**config.mk**
```make
export PLATFORM = sky130hd
export DESIGN_NAME = write_path_arbiter_flat
export DESIGN_NICKNAME = d
export VERILOG_FILES = /design/src/design/regfile_pkg.sv /design/src/design/rf_write_if.sv /design/src/design/write_path_arbiter.sv /design/src/flat_wrapper.sv
export SDC_FILE = /design/constraint.sdc
export NUM_CORES = 1
export LEC_CHECK = 0
export BUFFER_PORTS_ARGS = -buffer_cell sky130_fd_sc_hd__buf_4
export CORE_AREA = 4 4 142 144
export DETAILED_ROUTE_END_ITERATION = 16
export DIE_AREA = 0 0 146 148
export PLACE_DENSITY = 0.39
export SLEW_MARGIN = 5
export SYNTH_ARGS = -nofsm -noshare
export SYNTH_HDL_FRONTEND = slang
export SYNTH_SLANG_ARGS = --single-unit
```
**constraint.sdc**
```tcl
create_clock -name vclk -period 1.73
set_clock_uncertainty 0.1 [all_clocks]
set_input_delay 0.173 -clock vclk [all_inputs]
set_output_delay 0.173 -clock vclk [all_outputs]
set_load 0.05 [all_outputs]
```
**src/design/regfile_pkg.sv**
```systemverilog
package regfile_pkg;

	// ==================================================
	// widths and types
	// ==================================================

	// register width, passed down as WID
	localparam int reg_width = 64;

	// physical entries, four banks of 64
	localparam int num_phys = 256;

	typedef logic [reg_width-1:0] word_t;
	typedef logic [5:0] reg_idx_t;
	// bank in [7:6], index in [5:0]
	typedef logic [7:0] phys_addr_t;
	typedef logic [1:0] mode_t;
	typedef logic [11:0] apb_addr_t;

	// ==================================================
	// apb map
	// ==================================================

	localparam apb_addr_t mode_reg_addr = 12'h000;
	// window bits 10:3 carry the physical address, bit 2 the half
	localparam apb_addr_t reg_window_base = 12'h800;

	// registers 0..7 are common to all modes, so they always map into bank 0
	function automatic phys_addr_t bank_addr(mode_t mode, reg_idx_t idx);
		mode_t bank;
		bank = (idx[5:3] != 3'b000) ? mode : 2'b00;
		return {bank, idx};
	endfunction

endpackage

```
**src/design/rf_write_if.sv**
```systemverilog
interface rf_write_if #(
	parameter int WID = regfile_pkg::reg_width
);
	import regfile_pkg::*;

	// request and its payload, held until gnt is seen at an edge
	logic req;
	phys_addr_t addr;
	logic [WID-1:0] data;
	// grant, the edge with req and gnt high performs the write
	logic gnt;

	modport requester (output req, output addr, output data, input gnt);
	modport arbiter (input req, input addr, input data, output gnt);
	// storage side always accepts, so no grant here
	modport bank (input req, input addr, input data);

endinterface

```
**src/design/write_path_arbiter.sv**
```systemverilog
module write_path_arbiter #(
	parameter int WID = regfile_pkg::reg_width
) (
	input regfile_pkg::mode_t mode,
	input logic wr0_en,
	input logic wr1_en,
	input regfile_pkg::reg_idx_t wr0_idx,
	input regfile_pkg::reg_idx_t wr1_idx,
	input logic [WID-1:0] wr0_data,
	input logic [WID-1:0] wr1_data,
	rf_write_if.arbiter dbg,
	rf_write_if.requester bank0,
	rf_write_if.requester bank1
);
	import regfile_pkg::*;

	// banked core write addresses
	phys_addr_t wa0;
	phys_addr_t wa1;

	// debug owns port 1 only in a cycle the core leaves free
	logic dbg_own;

	assign wa0 = bank_addr(mode, wr0_idx);
	assign wa1 = bank_addr(mode, wr1_idx);

	// ==================================================
	// port 0, core only
	// ==================================================

	assign bank0.req = wr0_en;
	assign bank0.addr = wa0;
	assign bank0.data = wr0_data;

	// ==================================================
	// port 1, core first then debug
	// ==================================================

	assign dbg_own = !wr1_en;

	// grant in the same cycle, the requester keeps holding until it sees this
	assign dbg.gnt = dbg.req && dbg_own;

	assign bank1.req = wr1_en || dbg.req;
	assign bank1.addr = dbg_own ? dbg.addr : wa1;
	assign bank1.data = dbg_own ? dbg.data : wr1_data;

endmodule

```
**src/flat_wrapper.sv**
```systemverilog
// flat-port wrapper written by rule: the top's interface ports become plain ports
module write_path_arbiter_flat import regfile_pkg::*;
#(
	parameter int WID = regfile_pkg::reg_width
)
  (mode, wr0_en, wr1_en, wr0_idx, wr1_idx, wr0_data, wr1_data, dbg_req, dbg_addr, dbg_data, dbg_gnt, bank0_req, bank0_addr, bank0_data, bank0_gnt, bank1_req, bank1_addr, bank1_data, bank1_gnt);
  rf_write_if #(.WID(WID)) dbg_i ();
  rf_write_if #(.WID(WID)) bank0_i ();
  rf_write_if #(.WID(WID)) bank1_i ();
  input regfile_pkg::mode_t mode;
  input logic wr0_en;
  input logic wr1_en;
  input regfile_pkg::reg_idx_t wr0_idx;
  input regfile_pkg::reg_idx_t wr1_idx;
  input logic [WID-1:0] wr0_data;
  input logic [WID-1:0] wr1_data;
  input wire logic [$bits(dbg_i.req)-1:0] dbg_req;
  input wire logic [$bits(dbg_i.addr)-1:0] dbg_addr;
  input wire logic [$bits(dbg_i.data)-1:0] dbg_data;
  output wire logic [$bits(dbg_i.gnt)-1:0] dbg_gnt;
  output wire logic [$bits(bank0_i.req)-1:0] bank0_req;
  output wire logic [$bits(bank0_i.addr)-1:0] bank0_addr;
  output wire logic [$bits(bank0_i.data)-1:0] bank0_data;
  input wire logic [$bits(bank0_i.gnt)-1:0] bank0_gnt;
  output wire logic [$bits(bank1_i.req)-1:0] bank1_req;
  output wire logic [$bits(bank1_i.addr)-1:0] bank1_addr;
  output wire logic [$bits(bank1_i.data)-1:0] bank1_data;
  input wire logic [$bits(bank1_i.gnt)-1:0] bank1_gnt;
  assign dbg_i.req = dbg_req;
  assign dbg_i.addr = dbg_addr;
  assign dbg_i.data = dbg_data;
  assign dbg_gnt = dbg_i.gnt;
  assign bank0_req = bank0_i.req;
  assign bank0_addr = bank0_i.addr;
  assign bank0_data = bank0_i.data;
  assign bank0_i.gnt = bank0_gnt;
  assign bank1_req = bank1_i.req;
  assign bank1_addr = bank1_i.addr;
  assign bank1_data = bank1_i.data;
  assign bank1_i.gnt = bank1_gnt;
  write_path_arbiter #(.WID(WID)) u_core (.mode(mode), .wr0_en(wr0_en), .wr1_en(wr1_en), .wr0_idx(wr0_idx), .wr1_idx(wr1_idx), .wr0_data(wr0_data), .wr1_data(wr1_data), .dbg(dbg_i), .bank0(bank0_i), .bank1(bank1_i));
endmodule
```
==> impl_metrics.toml <==
[status]
status = "finished clean"

[die]
dieArea_mm2 = 0.0216
start_util = 0.0836
core-area_mm2 = 0.0187
die_x_um = 146
die_h_um = 148
io_pins = 366
rows = 50

[place]
dp_hpwl_um = 6590
io_buffers = 228
gp_congestion = 0.790
dp_slack_ps = 303

[power_and_ir_drop]
p_leak_nw = 1.55
cellPowerDensity_mw_per_mm2 = 415
irDropWorstVdd_uv = 160

[cells_and_area]
nFillCells = 2119
drive_gt1_frac = 0.952
n_antenna_cell = 0
fin_nets = 533
n_clock_buffer = 0
regArea_um2 = 0
area_growth_pct = 92.3
n_sequential_cell = 0

[synth]
synth.top_cell.area_share = 0.346
ys_seq_area_frac = 0
syn_inst = 161
avgSynthCellArea_um2 = 9.71
netlist_area_mm2 = 0.00156
synthDistinctLibCells = 12
syn_nets = 380
yosys_warnings = 0
yosys.area.top_type = "buf_4"
ys_top_cells_by_area = "buf_4 (35%), mux2_4 (29%), mux2_2 (26%), buf_6 (2.9%), mux2_1 (2.9%)"

[routing]
viasPerCell = 3.19
drtPass1Iterations = 4
routedWlPerCell_um = 13.4
drc = 0
drt-total-wl_um = 7300
route.vias.total = 1744
first_iter_violations = 27
drtAntennaViolNets = 0

[cts]
cts_resized = 0
post_cts_buffers = 0
cts-hold-fix-buffers = 0

[global_route]
grt_overflow = 0
grt_pass1_vias = 1849
grt_max_degree = 43
antenna_found_initial = 0
grt_pass1_wl_um = 10300
grt_use_total = 0.0578

[timing]
tns_ps = 0
drv_slew = 0
max_slew_margin = 0.761
fmax_mhz = 707
worst_pin_slew_ps = 355
finalHoldViolCount = 0
rsz0062_at_grt = "false"
setup_ws_ps = 316
setup_violations = 0
min_period_over_period = 0.817
finalCriticalPeriod_ps = 1410

[min_path]
min_from = "wr0_data[45]"
worstHoldPathType = "input pin to output port"

[worst_setup_path]
critPathCapture = "bank1_data[63]"
crit_arrival_ps = 1140
cp_max_fo = 34
cp-startpoint = "wr1_en"
worst_ep_required_time_ps = 1460
startpoint_type = "input pin"
endpoint_kind = "output port"
worstSetupPathType = "input pin to output port"

[run]
maxCapViolations = 0
## cells in the mapped netlist (all sizes together)
master and number:
nor3 2, buf 79, mux2 70, nand2 2, o22ai 2, nor2b 3
or2 1, inv 2
## placed cells by master, fill, tap and decap left out
cell and count:
buf_4 228, mux2_2 36, mux2_4 30, mux2_1 4, nor2b_1 3, inv_1 2, nor3_1 2, nand2_1 2
o22ai_1 2, buf_12 2, or2_2 1
## report_power, final
group | switching (W) | internal, W | leakage, nW | total (W)
clock | 0 | 0 | 0 | 0
combinational | 0.000701 | 0.000546 | 1.55 | 0.00125
sequential | 0 | 0 | 0 | 0
total | 0.000701 | 0.000546 | 1.55 | 0.00125
## worst max-delay path, stage by stage
cell and delay, ps:
buf_4 110, buf_12 220, mux2_2 380, buf_4 200
## metal layers
metal / routed length (um) / vias to the layer above / global-route usage / part of all wire
li1: - / 783 / - / -
met1: 2320 / 747 / 0.0548 / 0.32
met2: 3530 / 198 / 0.108 / 0.48
met3: 1390 / 16 / 0.0389 / 0.19
met4: 62 / 0 / 0.00517 / 0.0085
met5: 0 / - / 0 / 0
## how the worst min path moves through the flow
| stage | depth (start not counted) | endpoint | slack, ps |
|---|---|---|---|
| floorplan | 1 | bank0_addr[0] | 410 |
| global placement | 0 | bank0_data[11] | 250 |
| detailed placement | 0 | bank0_data[11] | 250 |
| CTS | 0 | bank0_data[11] | 250 |
| global route | 0 | bank0_data[45] | 250 |
| finish | 0 | bank0_data[45] | 250 |
## layout make-up
class                      count  area, um^2  share of cell area
tap                          234         293              0.0973
timing repair buffer         230        1750               0.582
multi-input combinational     80         956               0.318
inverter                       2        7.51             0.00250
## kinds of logic (layout without fill, tap and decap cells)
kind of cell,after synthesis,count (layout),share of synthesized area
buffers and inverters,81,232,0.389
muxes,70,70,0.576
and+or+nand+nor,8,8,0.0272
AOI/OAI and AO/OA,2,2,0.00800
## per-stage QoR
stage	std cells	hold WS, ps	area, um^2	utilization	power [W]
CTS	546	246	3010	0.161	0.00126
finish	546	246	3010	0.161	0.00125
floorplan	161	413	1560	-	0.00118
detailed placement	546	246	3010	0.161	0.00126
global route	546	246	3010	0.161	0.00130
global placement	546	246	3010	0.161	0.00126
Note: power is estimated with default switching activity, not from simulation.
