**config.mk**
```make
export PLATFORM = sky130hd
export DESIGN_NAME = apb_debug_port_flat
export DESIGN_NICKNAME = d
export VERILOG_FILES = /design/src/design/regfile_pkg.sv /design/src/design/rf_write_if.sv /design/src/design/apb_debug_port.sv /design/src/flat_wrapper.sv
export SDC_FILE = /design/constraint.sdc
export NUM_CORES = 1
export LEC_CHECK = 0
export ABC_AREA = 1
export BUFFER_PORTS_ARGS = -buffer_cell sky130_fd_sc_hd__buf_2
export CAP_MARGIN = 10
export CORE_ASPECT_RATIO = 1.5
export CORE_MARGIN = 8
export CORE_UTILIZATION = 37
export DETAILED_ROUTE_END_ITERATION = 10
export GPL_TIMING_DRIVEN = 0
export PLACE_DENSITY = 0.78
export SETUP_SLACK_MARGIN = 0.2
export SYNTH_ARGS = -nofsm -noshare
export SYNTH_HDL_FRONTEND = slang
export SYNTH_SLANG_ARGS = --single-unit
```
**constraint.sdc**
```tcl
create_clock -name rclk -period 2.98 [get_ports rclk]
set_clock_uncertainty 0.1 [all_clocks]
set_input_delay 0.596 -clock rclk [delete_from_list [all_inputs] [get_ports rclk]]
set_output_delay 0.596 -clock rclk [all_outputs]
set_load 0.03 [all_outputs]
```
**src/design/regfile_pkg.sv**
```systemverilog
package regfile_pkg;

	// ==================================================
	// widths and types
	// ==================================================

	// register width, passed down as WID
	localparam int reg_width = 64;

	// physical entries, four banks of 64
	localparam int num_phys = 256;

	typedef logic [reg_width-1:0] word_t;
	typedef logic [5:0] reg_idx_t;
	// bank in [7:6], index in [5:0]
	typedef logic [7:0] phys_addr_t;
	typedef logic [1:0] mode_t;
	typedef logic [11:0] apb_addr_t;

	// ==================================================
	// apb map
	// ==================================================

	localparam apb_addr_t mode_reg_addr = 12'h000;
	// window bits 10:3 carry the physical address, bit 2 the half
	localparam apb_addr_t reg_window_base = 12'h800;

	// registers 0..7 are common to all modes, so they always map into bank 0
	function automatic phys_addr_t bank_addr(mode_t mode, reg_idx_t idx);
		mode_t bank;
		bank = (idx[5:3] != 3'b000) ? mode : 2'b00;
		return {bank, idx};
	endfunction

endpackage

```
**src/design/rf_write_if.sv**
```systemverilog
interface rf_write_if #(
	parameter int WID = regfile_pkg::reg_width
);
	import regfile_pkg::*;

	// request and its payload, held until gnt is seen at an edge
	logic req;
	phys_addr_t addr;
	logic [WID-1:0] data;
	// grant, the edge with req and gnt high performs the write
	logic gnt;

	modport requester (output req, output addr, output data, input gnt);
	modport arbiter (input req, input addr, input data, output gnt);
	// storage side always accepts, so no grant here
	modport bank (input req, input addr, input data);

endinterface

```
**src/design/apb_debug_port.sv**
```systemverilog
module apb_debug_port #(
	parameter int WID = regfile_pkg::reg_width
) (
	input logic rclk,
	input logic arst_n,
	input logic psel,
	input logic penable,
	input logic pwrite,
	input regfile_pkg::apb_addr_t paddr,
	input logic [31:0] pwdata,
	output logic [31:0] prdata,
	output logic pready,
	output logic pslverr,
	output regfile_pkg::mode_t mode,
	rf_write_if.requester wr,
	output regfile_pkg::phys_addr_t rd_addr,
	input logic [WID-1:0] rd_data
);
	import regfile_pkg::*;

	// ==================================================
	// address decode
	// ==================================================

	logic access;
	logic sel_mode;
	logic sel_win;
	logic sel_hi;
	logic mapped;
	// window access kinds
	logic lo_wr;
	logic hi_wr;
	logic lo_rd;

	// second access cycle of a low-half read
	logic rd_wait;

	// low half waiting for the committing high write
	logic [31:0] lo_hold;
	// high half captured by the last low-half read
	logic [31:0] hi_latch;

	// storage side seen as a 64-bit pair of halves
	logic [63:0] rd_wide;
	logic [63:0] wr_wide;

	assign access = psel && penable;

	// mode register is a single word
	assign sel_mode = (paddr == mode_reg_addr);
	// window only takes word aligned addresses
	assign sel_win = ((paddr & reg_window_base) != '0) && (paddr[1:0] == 2'b00);
	assign sel_hi = paddr[2];
	assign mapped = sel_mode || sel_win;

	assign lo_wr = access && sel_win && pwrite && !sel_hi;
	assign hi_wr = access && sel_win && pwrite && sel_hi;
	assign lo_rd = access && sel_win && !pwrite && !sel_hi;

	// ==================================================
	// storage access
	// ==================================================

	// read address straight from paddr
	// storage registers it, data comes back one cycle later
	assign rd_addr = paddr[10:3];
	assign rd_wide = 64'(rd_data);

	// high write commits both halves in one request
	assign wr_wide = {pwdata, lo_hold};
	assign wr.req = hi_wr;
	assign wr.addr = paddr[10:3];
	assign wr.data = WID'(wr_wide);

	// ==================================================
	// apb response
	// ==================================================

	always_comb begin
		pready = 1'b0;
		pslverr = 1'b0;
		prdata = '0;
		if (access) begin
			if (!mapped) begin
				// unmapped, finish at once with an error
				pready = 1'b1;
				pslverr = 1'b1;
			end else if (sel_mode) begin
				pready = 1'b1;
				prdata = 32'(mode);
			end else if (pwrite) begin
				// high write waits for the arbiter, low write is a plain load
				pready = sel_hi ? wr.gnt : 1'b1;
			end else if (sel_hi) begin
				pready = 1'b1;
				prdata = hi_latch;
			end else begin
				// low read finishes once the storage data is back
				pready = rd_wait;
				prdata = rd_wide[31:0];
			end
		end
	end

	// ==================================================
	// state
	// ==================================================

	always_ff @(posedge rclk or negedge arst_n) begin
		if (!arst_n) begin
			mode <= '0;
			rd_wait <= 1'b0;
		end else begin
			if (access && sel_mode && pwrite) begin
				mode <= mode_t'(pwdata[1:0]);
			end
			// high in the second low-read cycle only, an aborted read drops it
			rd_wait <= lo_rd && !rd_wait;
		end
	end

	// halves carry data only, no reset
	always_ff @(posedge rclk) begin
		if (lo_wr) begin
			lo_hold <= pwdata;
		end
		if (lo_rd && rd_wait) begin
			hi_latch <= rd_wide[63:32];
		end
	end

endmodule

```
**src/flat_wrapper.sv**
```systemverilog
// flat-port wrapper written by rule: the top's interface ports become plain ports
module apb_debug_port_flat import regfile_pkg::*;
#(
	parameter int WID = regfile_pkg::reg_width
)
  (rclk, arst_n, psel, penable, pwrite, paddr, pwdata, prdata, pready, pslverr, mode, rd_addr, rd_data, wr_req, wr_addr, wr_data, wr_gnt);
  rf_write_if #(.WID(WID)) wr_i ();
  input logic rclk;
  input logic arst_n;
  input logic psel;
  input logic penable;
  input logic pwrite;
  input regfile_pkg::apb_addr_t paddr;
  input logic [31:0] pwdata;
  output logic [31:0] prdata;
  output logic pready;
  output logic pslverr;
  output regfile_pkg::mode_t mode;
  output regfile_pkg::phys_addr_t rd_addr;
  input logic [WID-1:0] rd_data;
  output wire logic [$bits(wr_i.req)-1:0] wr_req;
  output wire logic [$bits(wr_i.addr)-1:0] wr_addr;
  output wire logic [$bits(wr_i.data)-1:0] wr_data;
  input wire logic [$bits(wr_i.gnt)-1:0] wr_gnt;
  assign wr_req = wr_i.req;
  assign wr_addr = wr_i.addr;
  assign wr_data = wr_i.data;
  assign wr_i.gnt = wr_gnt;
  apb_debug_port #(.WID(WID)) u_core (.rclk(rclk), .arst_n(arst_n), .psel(psel), .penable(penable), .pwrite(pwrite), .paddr(paddr), .pwdata(pwdata), .prdata(prdata), .pready(pready), .pslverr(pslverr), .mode(mode), .wr(wr_i), .rd_addr(rd_addr), .rd_data(rd_data));
endmodule
```
==> results_dict.tcl, run 1 <==
set metrics [dict create \
    track_usage_pct 16.3 \
    ys_ff_latch 67 \
    final_common_cell "buf_2" \
    path_cells "buf_2 -> buf_2 -> inv_2 -> buf_2 -> nand2_1 -> a21oi_2 -> buf_2" \
    core_region_area_um2 8360 \
    num_rows 41 \
    syn2layout_area_growth_pct 52.1 \
    routed_wirelength_um 9820 \
    max_freq_ghz 0.411 \
    clk_latency_ns 0.32 \
    final_antenna_net_count 0 \
    avgViaCountPerCell 4.41 \
    cpLargestDelayFamily "buffers and inverters" \
    cts-root-buf "clkbuf_16" \
    peakVddDrop_v 0.000557 \
    gp_congestion 0.798 \
    postCtsSetupRepairBufs 0 \
    cts_tree "yes" \
    io_buffers 230 \
    end_kind "primary output" \
    min_from "rd_data[58]" \
    clkTransAtPathRegs_ns 0.05 \
    start_util_pct 37.9 \
    p_total_w 0.00229 \
    rsz0062_at_grt "no" \
    setup-tns-final_ns 0 \
    synth_mux_area_share_pct 0 \
    finalHoldViolations 0 \
    cts_buffer_depth 2 \
    drtIter0Drc 44 \
    cp.arrival_ns 1.74 \
    cp_slowest_cell "buf_2" \
    wl_per_cell_um 15.7 \
    nets 626 \
    path_depth 7 \
    hold_depth 1 \
    grt_pass1_wl_um 14800 \
    synth_xor_area_share_pct 0 \
    drive_above_1_share_pct 66.7 \
    route.detailed.drc 0 \
    fin_crit_sh_pct 81.6 \
    cap_violations 0 \
    dp_hpwl_um 8360 \
    cts_buffers 9 \
    die_h_um 129 \
    die_w_um 91.5 \
    grt_pass1_vias 2971 \
    cpPeakStageDelay_ns 0.24 \
    synth_adder_area_share_pct 0 \
    fin_cells 625 \
    finalCriticalPeriod_ns 2.43 \
    powerDensity_nw_per_um2 475 \
    antenna_found_initial 1 \
    cp-startpoint "paddr[2]" \
    setup_viol 0 \
    path_class "in2out" \
    crit_path_frequent_cell "buf_2" \
    p_leak_nw 2.31 \
    place_inst 607 \
    ff2ff_path_depth 2 \
    synthCells 267 \
    firstDrtPassIters 4 \
    synth_top_family_by_area "buffers and inverters" \
    slew_headroom_pct 50.3 \
    grt_max_degree 21 \
    yosysSeqAreaShare_pct 63.1 \
    grt_overflow 0 \
    num_vias 2754 \
    path_buf_inv 5 \
    synthesis.area_um2 3170 \
    io_pins 231 \
    h-tree-depth 3 \
    rr_startpoint "u_core.rd_wait" \
    outcome "completed" \
    worst_pin_slew_ns 0.744 \
    synth_area_leaders "edfxtp_1 (61%), buf_4 (11%), a21oi_2 (8.3%)" \
    layout_common_cells "buf_2 (237), nand2_1 (70), edfxtp_1 (64)" \
    crit_path_start_kind "primary input" \
    hp-class "in2reg" \
    required_ns 2.28 \
    final_max_slew_viol_count 0 \
    syn_avg_cell_area_um2 11.9 \
    cts.sinks 67 \
    syn_nets 381 \
    yosysTopAreaCell "edfxtp_1" \
    synth.distinct_cells 22 \
    synth_top_area_share_pct 60.7 \
    die-area_um2 11800 \
    synth-compound-area-share_pct 9.44 \
    synthSimpleGateAreaFrac_pct 13.0 \
    fin_hold_ws_ns 0.345 \
    post-route-util_pct 57.6 \
    yosys_warnings 0 \
    worstPathMaxFanout 10 \
]
per-stage QoR:
step	setup WS, ns	area, µm²
2_1_floorplan	0.430	3190
3_3_place_gp	-0.0807	4480
3_5_place_dp	0.483	4530
4_1_cts	0.480	4810
5_1_grt	0.405	4810
6_report	0.549	4820
cells in the mapped netlist, drive strengths merged:
cell	instances
and2	1
nor2	15
inv	8
nor3b	1
nand3	4
buf	58
nand2	73
edfxtp	64
nor3	1
nor4	2
a31oi	1
dfrtp	3
a21oi	30
o21ai	6
logic make-up (layout without fill, tap and decap cells):
group,Yosys count,count (layout)
flip-flops,67,67
buffers and inverters,66,316
AND/OR/NAND/NOR,97,97
other,0,1
AO/OA/AOI/OAI,37,37
cell type report:
cell class | count | area [µm²]
plain buffers | 58 | 429
clock buffers | 10 | 229
repair buffers | 234 | 1210
fillers | 738 | 3550
well taps | 107 | 134
flip-flops and latches | 67 | 2000
clock inverters | 6 | 42.5
multi-input cells | 134 | 737
diodes | 1 | 2.50
inverters | 8 | 30.0
where the power goes:
part	internal (W)	switching [W]
clock	0.000561	0.000370
combinational	0.000136	0.000184
sequential	0.00103	0.000000647
metal layers:
metal | vias up | part of all wire (%) | GRT usage (%) | wire, µm
li1 | 1350 | - | - | -
met1 | 1260 | 32 | 14.6 | 3100
met2 | 121 | 55 | 29.6 | 5430
met3 | 21 | 10 | 8.33 | 1020
met4 | 2 | 2.6 | 7.84 | 254
met5 | - | 0.10 | 0 | 10
worst register-to-register path: stages, from the launching register on:
cell	delay [ns]
dfrtp_1	0.37
nor3b_4	0.65
buf_16	0.25
what timing repair did:
item,CTS,global route
hold endpoints to repair,3,0
resized for setup,0,0
hold buffers,1,0
sequential cells by signal, indices dropped and copies added (netlist names):
signal / cells
u_core.lo_hold: 32
u_core.rd_wait: 1
u_core.hi_latch: 32
u_core.mode: 2
final timing paths:
kind | to | slack [ns]
max | prdata[24] | 0.55
min | u_core.hi_latch[26] | 0.34
max reg2reg | u_core.hi_latch[28] | 1.32
min reg2reg | u_core.rd_wait | 0.37
max in group asynchronous | u_core.rd_wait | 2.15
min in group asynchronous | u_core.mode[1] | 0.52
(Power assumes the default switching activity.)
==> run 2, diff against run 1 <==
Clock period 2.98 ns to 2 ns, I/O delays scaled along.
==> run 2 against run 1 <==
Effect of this change:
- design area up 9.8%
- critical endpoint is now prdata[2]
- sequential power is 48% higher
- critical path type unchanged
- sequential share of layout area decreased by 3.7 points
==> results_dict.tcl, run 2 (synthesis gave the netlist of run 1 again) <==
set metrics [dict create \
    outcome "completed" \
    nets 636 \
    fin_hold_ws_ns 0.146 \
    wl_per_cell_um 16.8 \
    num_rows 41 \
    finalCriticalPeriod_ns 1.89 \
    track_usage_pct 17.3 \
    cts_buffer_depth 2 \
    n_fill_cell 640 \
    grt_max_degree 21 \
    slew_headroom_pct 77.2 \
    grt_pass1_wl_um 15800 \
    final_antenna_net_count 0 \
    required_ns 1.50 \
    grt_pass1_vias 3137 \
    route.detailed.drc 0 \
    die-area_um2 11800 \
    crit_path_start_kind "primary input" \
    p_leak_nw 2.44 \
    final_max_slew_viol_count 0 \
    reg_top3 "u_core.hi_latch (32), u_core.lo_hold (32), u_core.mode (2)" \
    fin_crit_sh_pct 94.7 \
    h-tree-depth 3 \
    num_vias 2845 \
    cts_tree "yes" \
    hp-class "in2reg" \
    worst_pin_slew_ns 0.339 \
    clk_latency_ns 0.32 \
    die_w_um 91.5 \
    fin_cells 634 \
    io_buffers 230 \
    io_pins 231 \
    cts.sinks 67 \
    rsz0062_at_grt "yes" \
    dp_hpwl_um 8410 \
    end_kind "primary output" \
    finalHoldViolations 0 \
    routed_wirelength_um 10600 \
    place_inst 607 \
    antenna_cells 0 \
    setup_viol 0 \
    cap_violations 0 \
    clkTransAtPathRegs_ns 0.05 \
    path_class "in2out" \
    grt_overflow 0 \
    gp_congestion 0.837 \
    final_common_cell "buf_2" \
    peakVddDrop_v 0.000664 \
    cts-root-buf "clkbuf_16" \
    p_total_w 0.00368 \
    max_freq_ghz 0.528 \
    core_region_area_um2 8360 \
    syn2layout_area_growth_pct 66.9 \
    antenna_found_initial 0 \
    cp.arrival_ns 1.39 \
    drive_above_1_share_pct 70.0 \
    avgViaCountPerCell 4.49 \
    worstPathMaxFanout 10 \
    stdcell_area_um2 5290 \
    placed_area_um2 4560 \
    start_util_pct 37.9 \
    die_h_um 129 \
    firstDrtPassIters 4 \
    drtIter0Drc 58 \
    cts_buffers 9 \
    powerDensity_nw_per_um2 696 \
    layout_common_cells "buf_2 (194), buf_4 (81), nand2_1 (66)" \
]
[run 2: layout make-up]
cell class                 instances  area [µm²]  share of cell area (%)
clock buffer                      10         229                    4.33
tap                              107         134                    2.53
buffer                            58         459                    8.69
inverter                           8        38.8                   0.734
clock inverter                     6        80.1                    1.51
sequential                        67        2000                    37.8
multi-input combinational        134         886                    16.8
timing repair buffer             244        1460                    27.7
[run 2: per-stage QoR]
stage / setup slack (ns) / utilization [%] / setup TNS (ns)
2_1_floorplan: -0.199 / - / -12.61
3_3_place_gp: -0.767 / 53.9 / -46.54
6_report: 0.106 / 63.2 / 0
3_5_place_dp: -0.315 / 54.5 / -8.00
4_1_cts: 0.0722 / 61.5 / 0
5_1_grt: 0.0445 / 63.2 / 0
[run 2: path summary, 6_finish.rpt]
check,slack (ns),depth (start not counted),end,startpoint
setup / recovery,0.11,8,prdata[2],paddr[1]
min in group asynchronous,0.33,2,u_core.mode[1],arst_n
hold reg to reg,0.35,1,u_core.rd_wait,u_core.rd_wait
hold / removal,0.15,1,u_core.hi_latch[24],rd_data[56]
setup reg to reg,0.72,3,u_core.hi_latch[31],u_core.rd_wait
max in group asynchronous,1.36,2,u_core.rd_wait,arst_n
[run 2: where the power goes]
part	internal (W)	switching, W
Clock	0.00108	0.000535
Sequential	0.00154	0.00000112
Combinational	0.000223	0.000298
[run 2: metal layers]
layer | track usage, % | wire (µm)
met1 | 15.0 | 3410
met5 | 0 | 0
met3 | 6.42 | 806
met4 | 10.4 | 397
met2 | 32.9 | 6030
[run 2: timing repair]
item                                    CTS  global route
gates resized for setup                  57            33
cloned                                    1             0
endpoints found under the hold margin     3             0
hold buffers                              1             0
pin swaps                                 8             8
buffers inserted                          8             1
endpoints found under the setup margin   64            35
[run 2: worst max-delay path, cell delays in order]
cell     delay [ns]
buf_6          0.10
nor2_4         0.14
nand2_4        0.07
inv_4          0.06
nand3_4        0.13
buf_8          0.20
a21oi_2        0.13
buf_6          0.16
==> run 3, diff against run 2 <==
Settings changed: ABC_AREA 1 to default, CORE_UTILIZATION 37 to 36, PLACE_DENSITY 0.78 to 0.77.
==> run 3 against run 2 <==
Effect of this change:
- the flow now finishes with violations (negative setup slack)
- via count fell by 8.8%
- highest routed layer is now met5
- count of clock-buffer cells in the layout did not move
- combinational power fell by 1%
- non-clock buffer count fell by 1
- sequential cell count did not move
==> results_dict.tcl, run 3 <==
set metrics [dict create \
    dp_hpwl_um 7990 \
    synth_commonest_cells "edfxtp_1 (64), buf_4 (48), mux2i_1 (32)" \
    switchingPower_w 0.000800 \
    yosysMostFrequentCell "edfxtp_1" \
    p_seq_share_pct 45.5 \
    power_frac_comb_pct 15.2 \
    layout_common_cells "buf_2 (193), edfxtp_1 (64), buf_4 (58)" \
    grt_pass1_wl_um 15400 \
    routed_wirelength_um 10200 \
    core_region_area_um2 8310 \
    path_class "in2out" \
    final_antenna_net_count 0 \
    cts_buffers 9 \
    p_int_w 0.00259 \
    hp-class "in2reg" \
    p_leak_nw 2.46 \
    num_vias 2595 \
    syn2layout_area_growth_pct 77.5 \
    grt_overflow 0 \
    outcome "complete, but fails checks" \
    hold_depth 1 \
    nets 581 \
    peakVddDrop_v 0.000564 \
    io_buffers 230 \
    cts_buffer_depth 2 \
    drtIter0Drc 68 \
    cts.sinks 67 \
    h-tree-depth 3 \
    io_pins 231 \
    end_kind "primary output" \
    route.detailed.drc 0 \
    clkTransAtPathRegs_ns 0.05 \
    antenna_found_initial 3 \
    track_usage_pct 17.0 \
    setup_ws_ns -0.168 \
    clock_power_share_pct 39.3 \
    yosys_most_used_dff "edfxtp_1" \
    antenna_cells 0 \
    firstDrtPassIters 5 \
    synthesis.area_um2 3030 \
    fin_crit_sh_pct 108 \
    placed_area_um2 4570 \
    die_w_um 90.9 \
    p_total_w 0.00339 \
    final_max_slew_viol_count 0 \
    yosysTopAreaCell "edfxtp_1" \
    clk_latency_ns 0.32 \
    die_h_um 128 \
    gp_congestion 0.795 \
    syn_avg_cell_area_um2 14.4 \
    die-area_um2 11700 \
    synthArstFlopShare_pct 4.48 \
    synth_area_leaders "edfxtp_1 (63%), buf_4 (12%), mux2i_1 (11%)" \
    grt_max_degree 33 \
    required_ns 1.50 \
    fin_hold_ws_ns 0.150 \
    failed_checks "negative setup slack" \
    post-route-util_pct 64.6 \
    cts_tree "yes" \
    slew_headroom_pct 67.0 \
    synth_top_area_share_pct 63.5 \
    yosysSeqAreaShare_pct 66.0 \
    setup_viol 47 \
    start_util_pct 36.4 \
    max_freq_ghz 0.461 \
    finalHoldViolations 0 \
    rsz0062_at_grt "yes" \
    num_rows 41 \
    drive_above_1_share_pct 74.9 \
    synth.distinct_cells 22 \
    grt_pass1_vias 3055 \
    ff2ff_path_depth 5 \
    worst_pin_slew_ns 0.494 \
    ys_ff_latch 67 \
    stdcell_area_um2 5370 \
    crit_path_start_kind "primary input" \
    reg_top3 "u_core.hi_latch (32), u_core.lo_hold (32), u_core.mode (2)" \
    setup-tns-final_ns -5.73 \
    cts-root-buf "clkbuf_16" \
    final_common_cell "buf_2" \
    worstPathMaxFanout 10 \
    syn_nets 324 \
    cap_violations 0 \
    yosys_warnings 0 \
    cp.arrival_ns 1.67 \
    finalCriticalPeriod_ns 2.17 \
    wl_per_cell_um 17.7 \
    synthCells 210 \
    avgViaCountPerCell 4.49 \
    swShare_pct 23.6 \
    powerDensity_nw_per_um2 631 \
    synth_edf_count 64 \
]
## run 3: changes by cell type in the layout (fill, tap and decap cells not counted), moves of 4 or more
| cell | change |
|---|---|
| o21ai_0 | -4 |
| nor2_4 | +27 |
| nand2_4 | -4 |
| a21oi_4 | -10 |
| mux2i_1 | +29 |
| buf_4 | -23 |
| nand2_1 | -63 |
| nor2_1 | -8 |
| buf_12 | +8 |
| a21oi_2 | -20 |
| buf_6 | +18 |
## run 3: kinds of logic after synthesis
logic type	count (synthesis)	share of synthesized area, %
simple gates	49	7.90
buf+inv	56	14.1
compound gates	4	0.744
flops	67	66.0
mux	34	11.3
## run 3: cell type report
cell class                      count  area, µm²
Clock inverter                      5       21.3
Clock buffer                       10        229
Fill cell                         647       2940
Sequential cell                    67       2000
Multi-Input combinational cell     88        890
Tap cell                          107        134
Buffer                             56        487
Timing Repair Buffer              245       1620
## run 3: path summary, 6_finish.rpt
kind | from | to | slack, ns
max | paddr[1] | prdata[19] | -0.17
min | rd_data[56] | u_core.hi_latch[24] | 0.15
max reg2reg | u_core.rd_wait | u_core.hi_latch[30] | 0.57
min reg2reg | u_core.rd_wait | u_core.rd_wait | 0.43
max in group asynchronous | arst_n | u_core.rd_wait | 1.37
min in group asynchronous | arst_n | u_core.mode[0] | 0.31
## run 3: per-stage QoR
step                setup slack (ns)  instances
floorplan                     -0.526        210
global placement               -1.02        547
detailed placement            -0.617        548
CTS                           -0.164        575
global route                  -0.210        578
finish                        -0.168        578
## run 3: repair_timing
item,CTS,global route
hold buffers,1,0
endpoints found under the setup margin,99,99
endpoints found under the hold margin,3,0
gates cloned,4,1
resized for setup,98,5
pin swaps,4,3
buffers inserted,7,2
## run 3: critical path: stages
cell     delay, ns
buf_6         0.10
nor3b_4       0.20
or3b_4        0.42
buf_12        0.16
buf_12        0.16
nor2_4        0.09
buf_6         0.13
## run 3: per-layer routing
metal | vias up | part of all wire [%] | global-route usage [%]
met5 | - | 0.28 | 0
met4 | 6 | 1.9 | 6.78
met3 | 21 | 9.7 | 8.26
met2 | 145 | 55 | 31.8
met1 | 1191 | 33 | 15.4
li1 | 1232 | - | -
## run 3: power groups by stage
stage          clock [W]  sequential [W]  combinational (W)
2_1_floorplan          0         0.00158           0.000277
3_3_place_gp           0         0.00157           0.000473
3_5_place_dp           0         0.00157           0.000485
4_1_cts          0.00137         0.00154           0.000515
5_1_grt          0.00143         0.00154           0.000548
6_report         0.00133         0.00154           0.000515
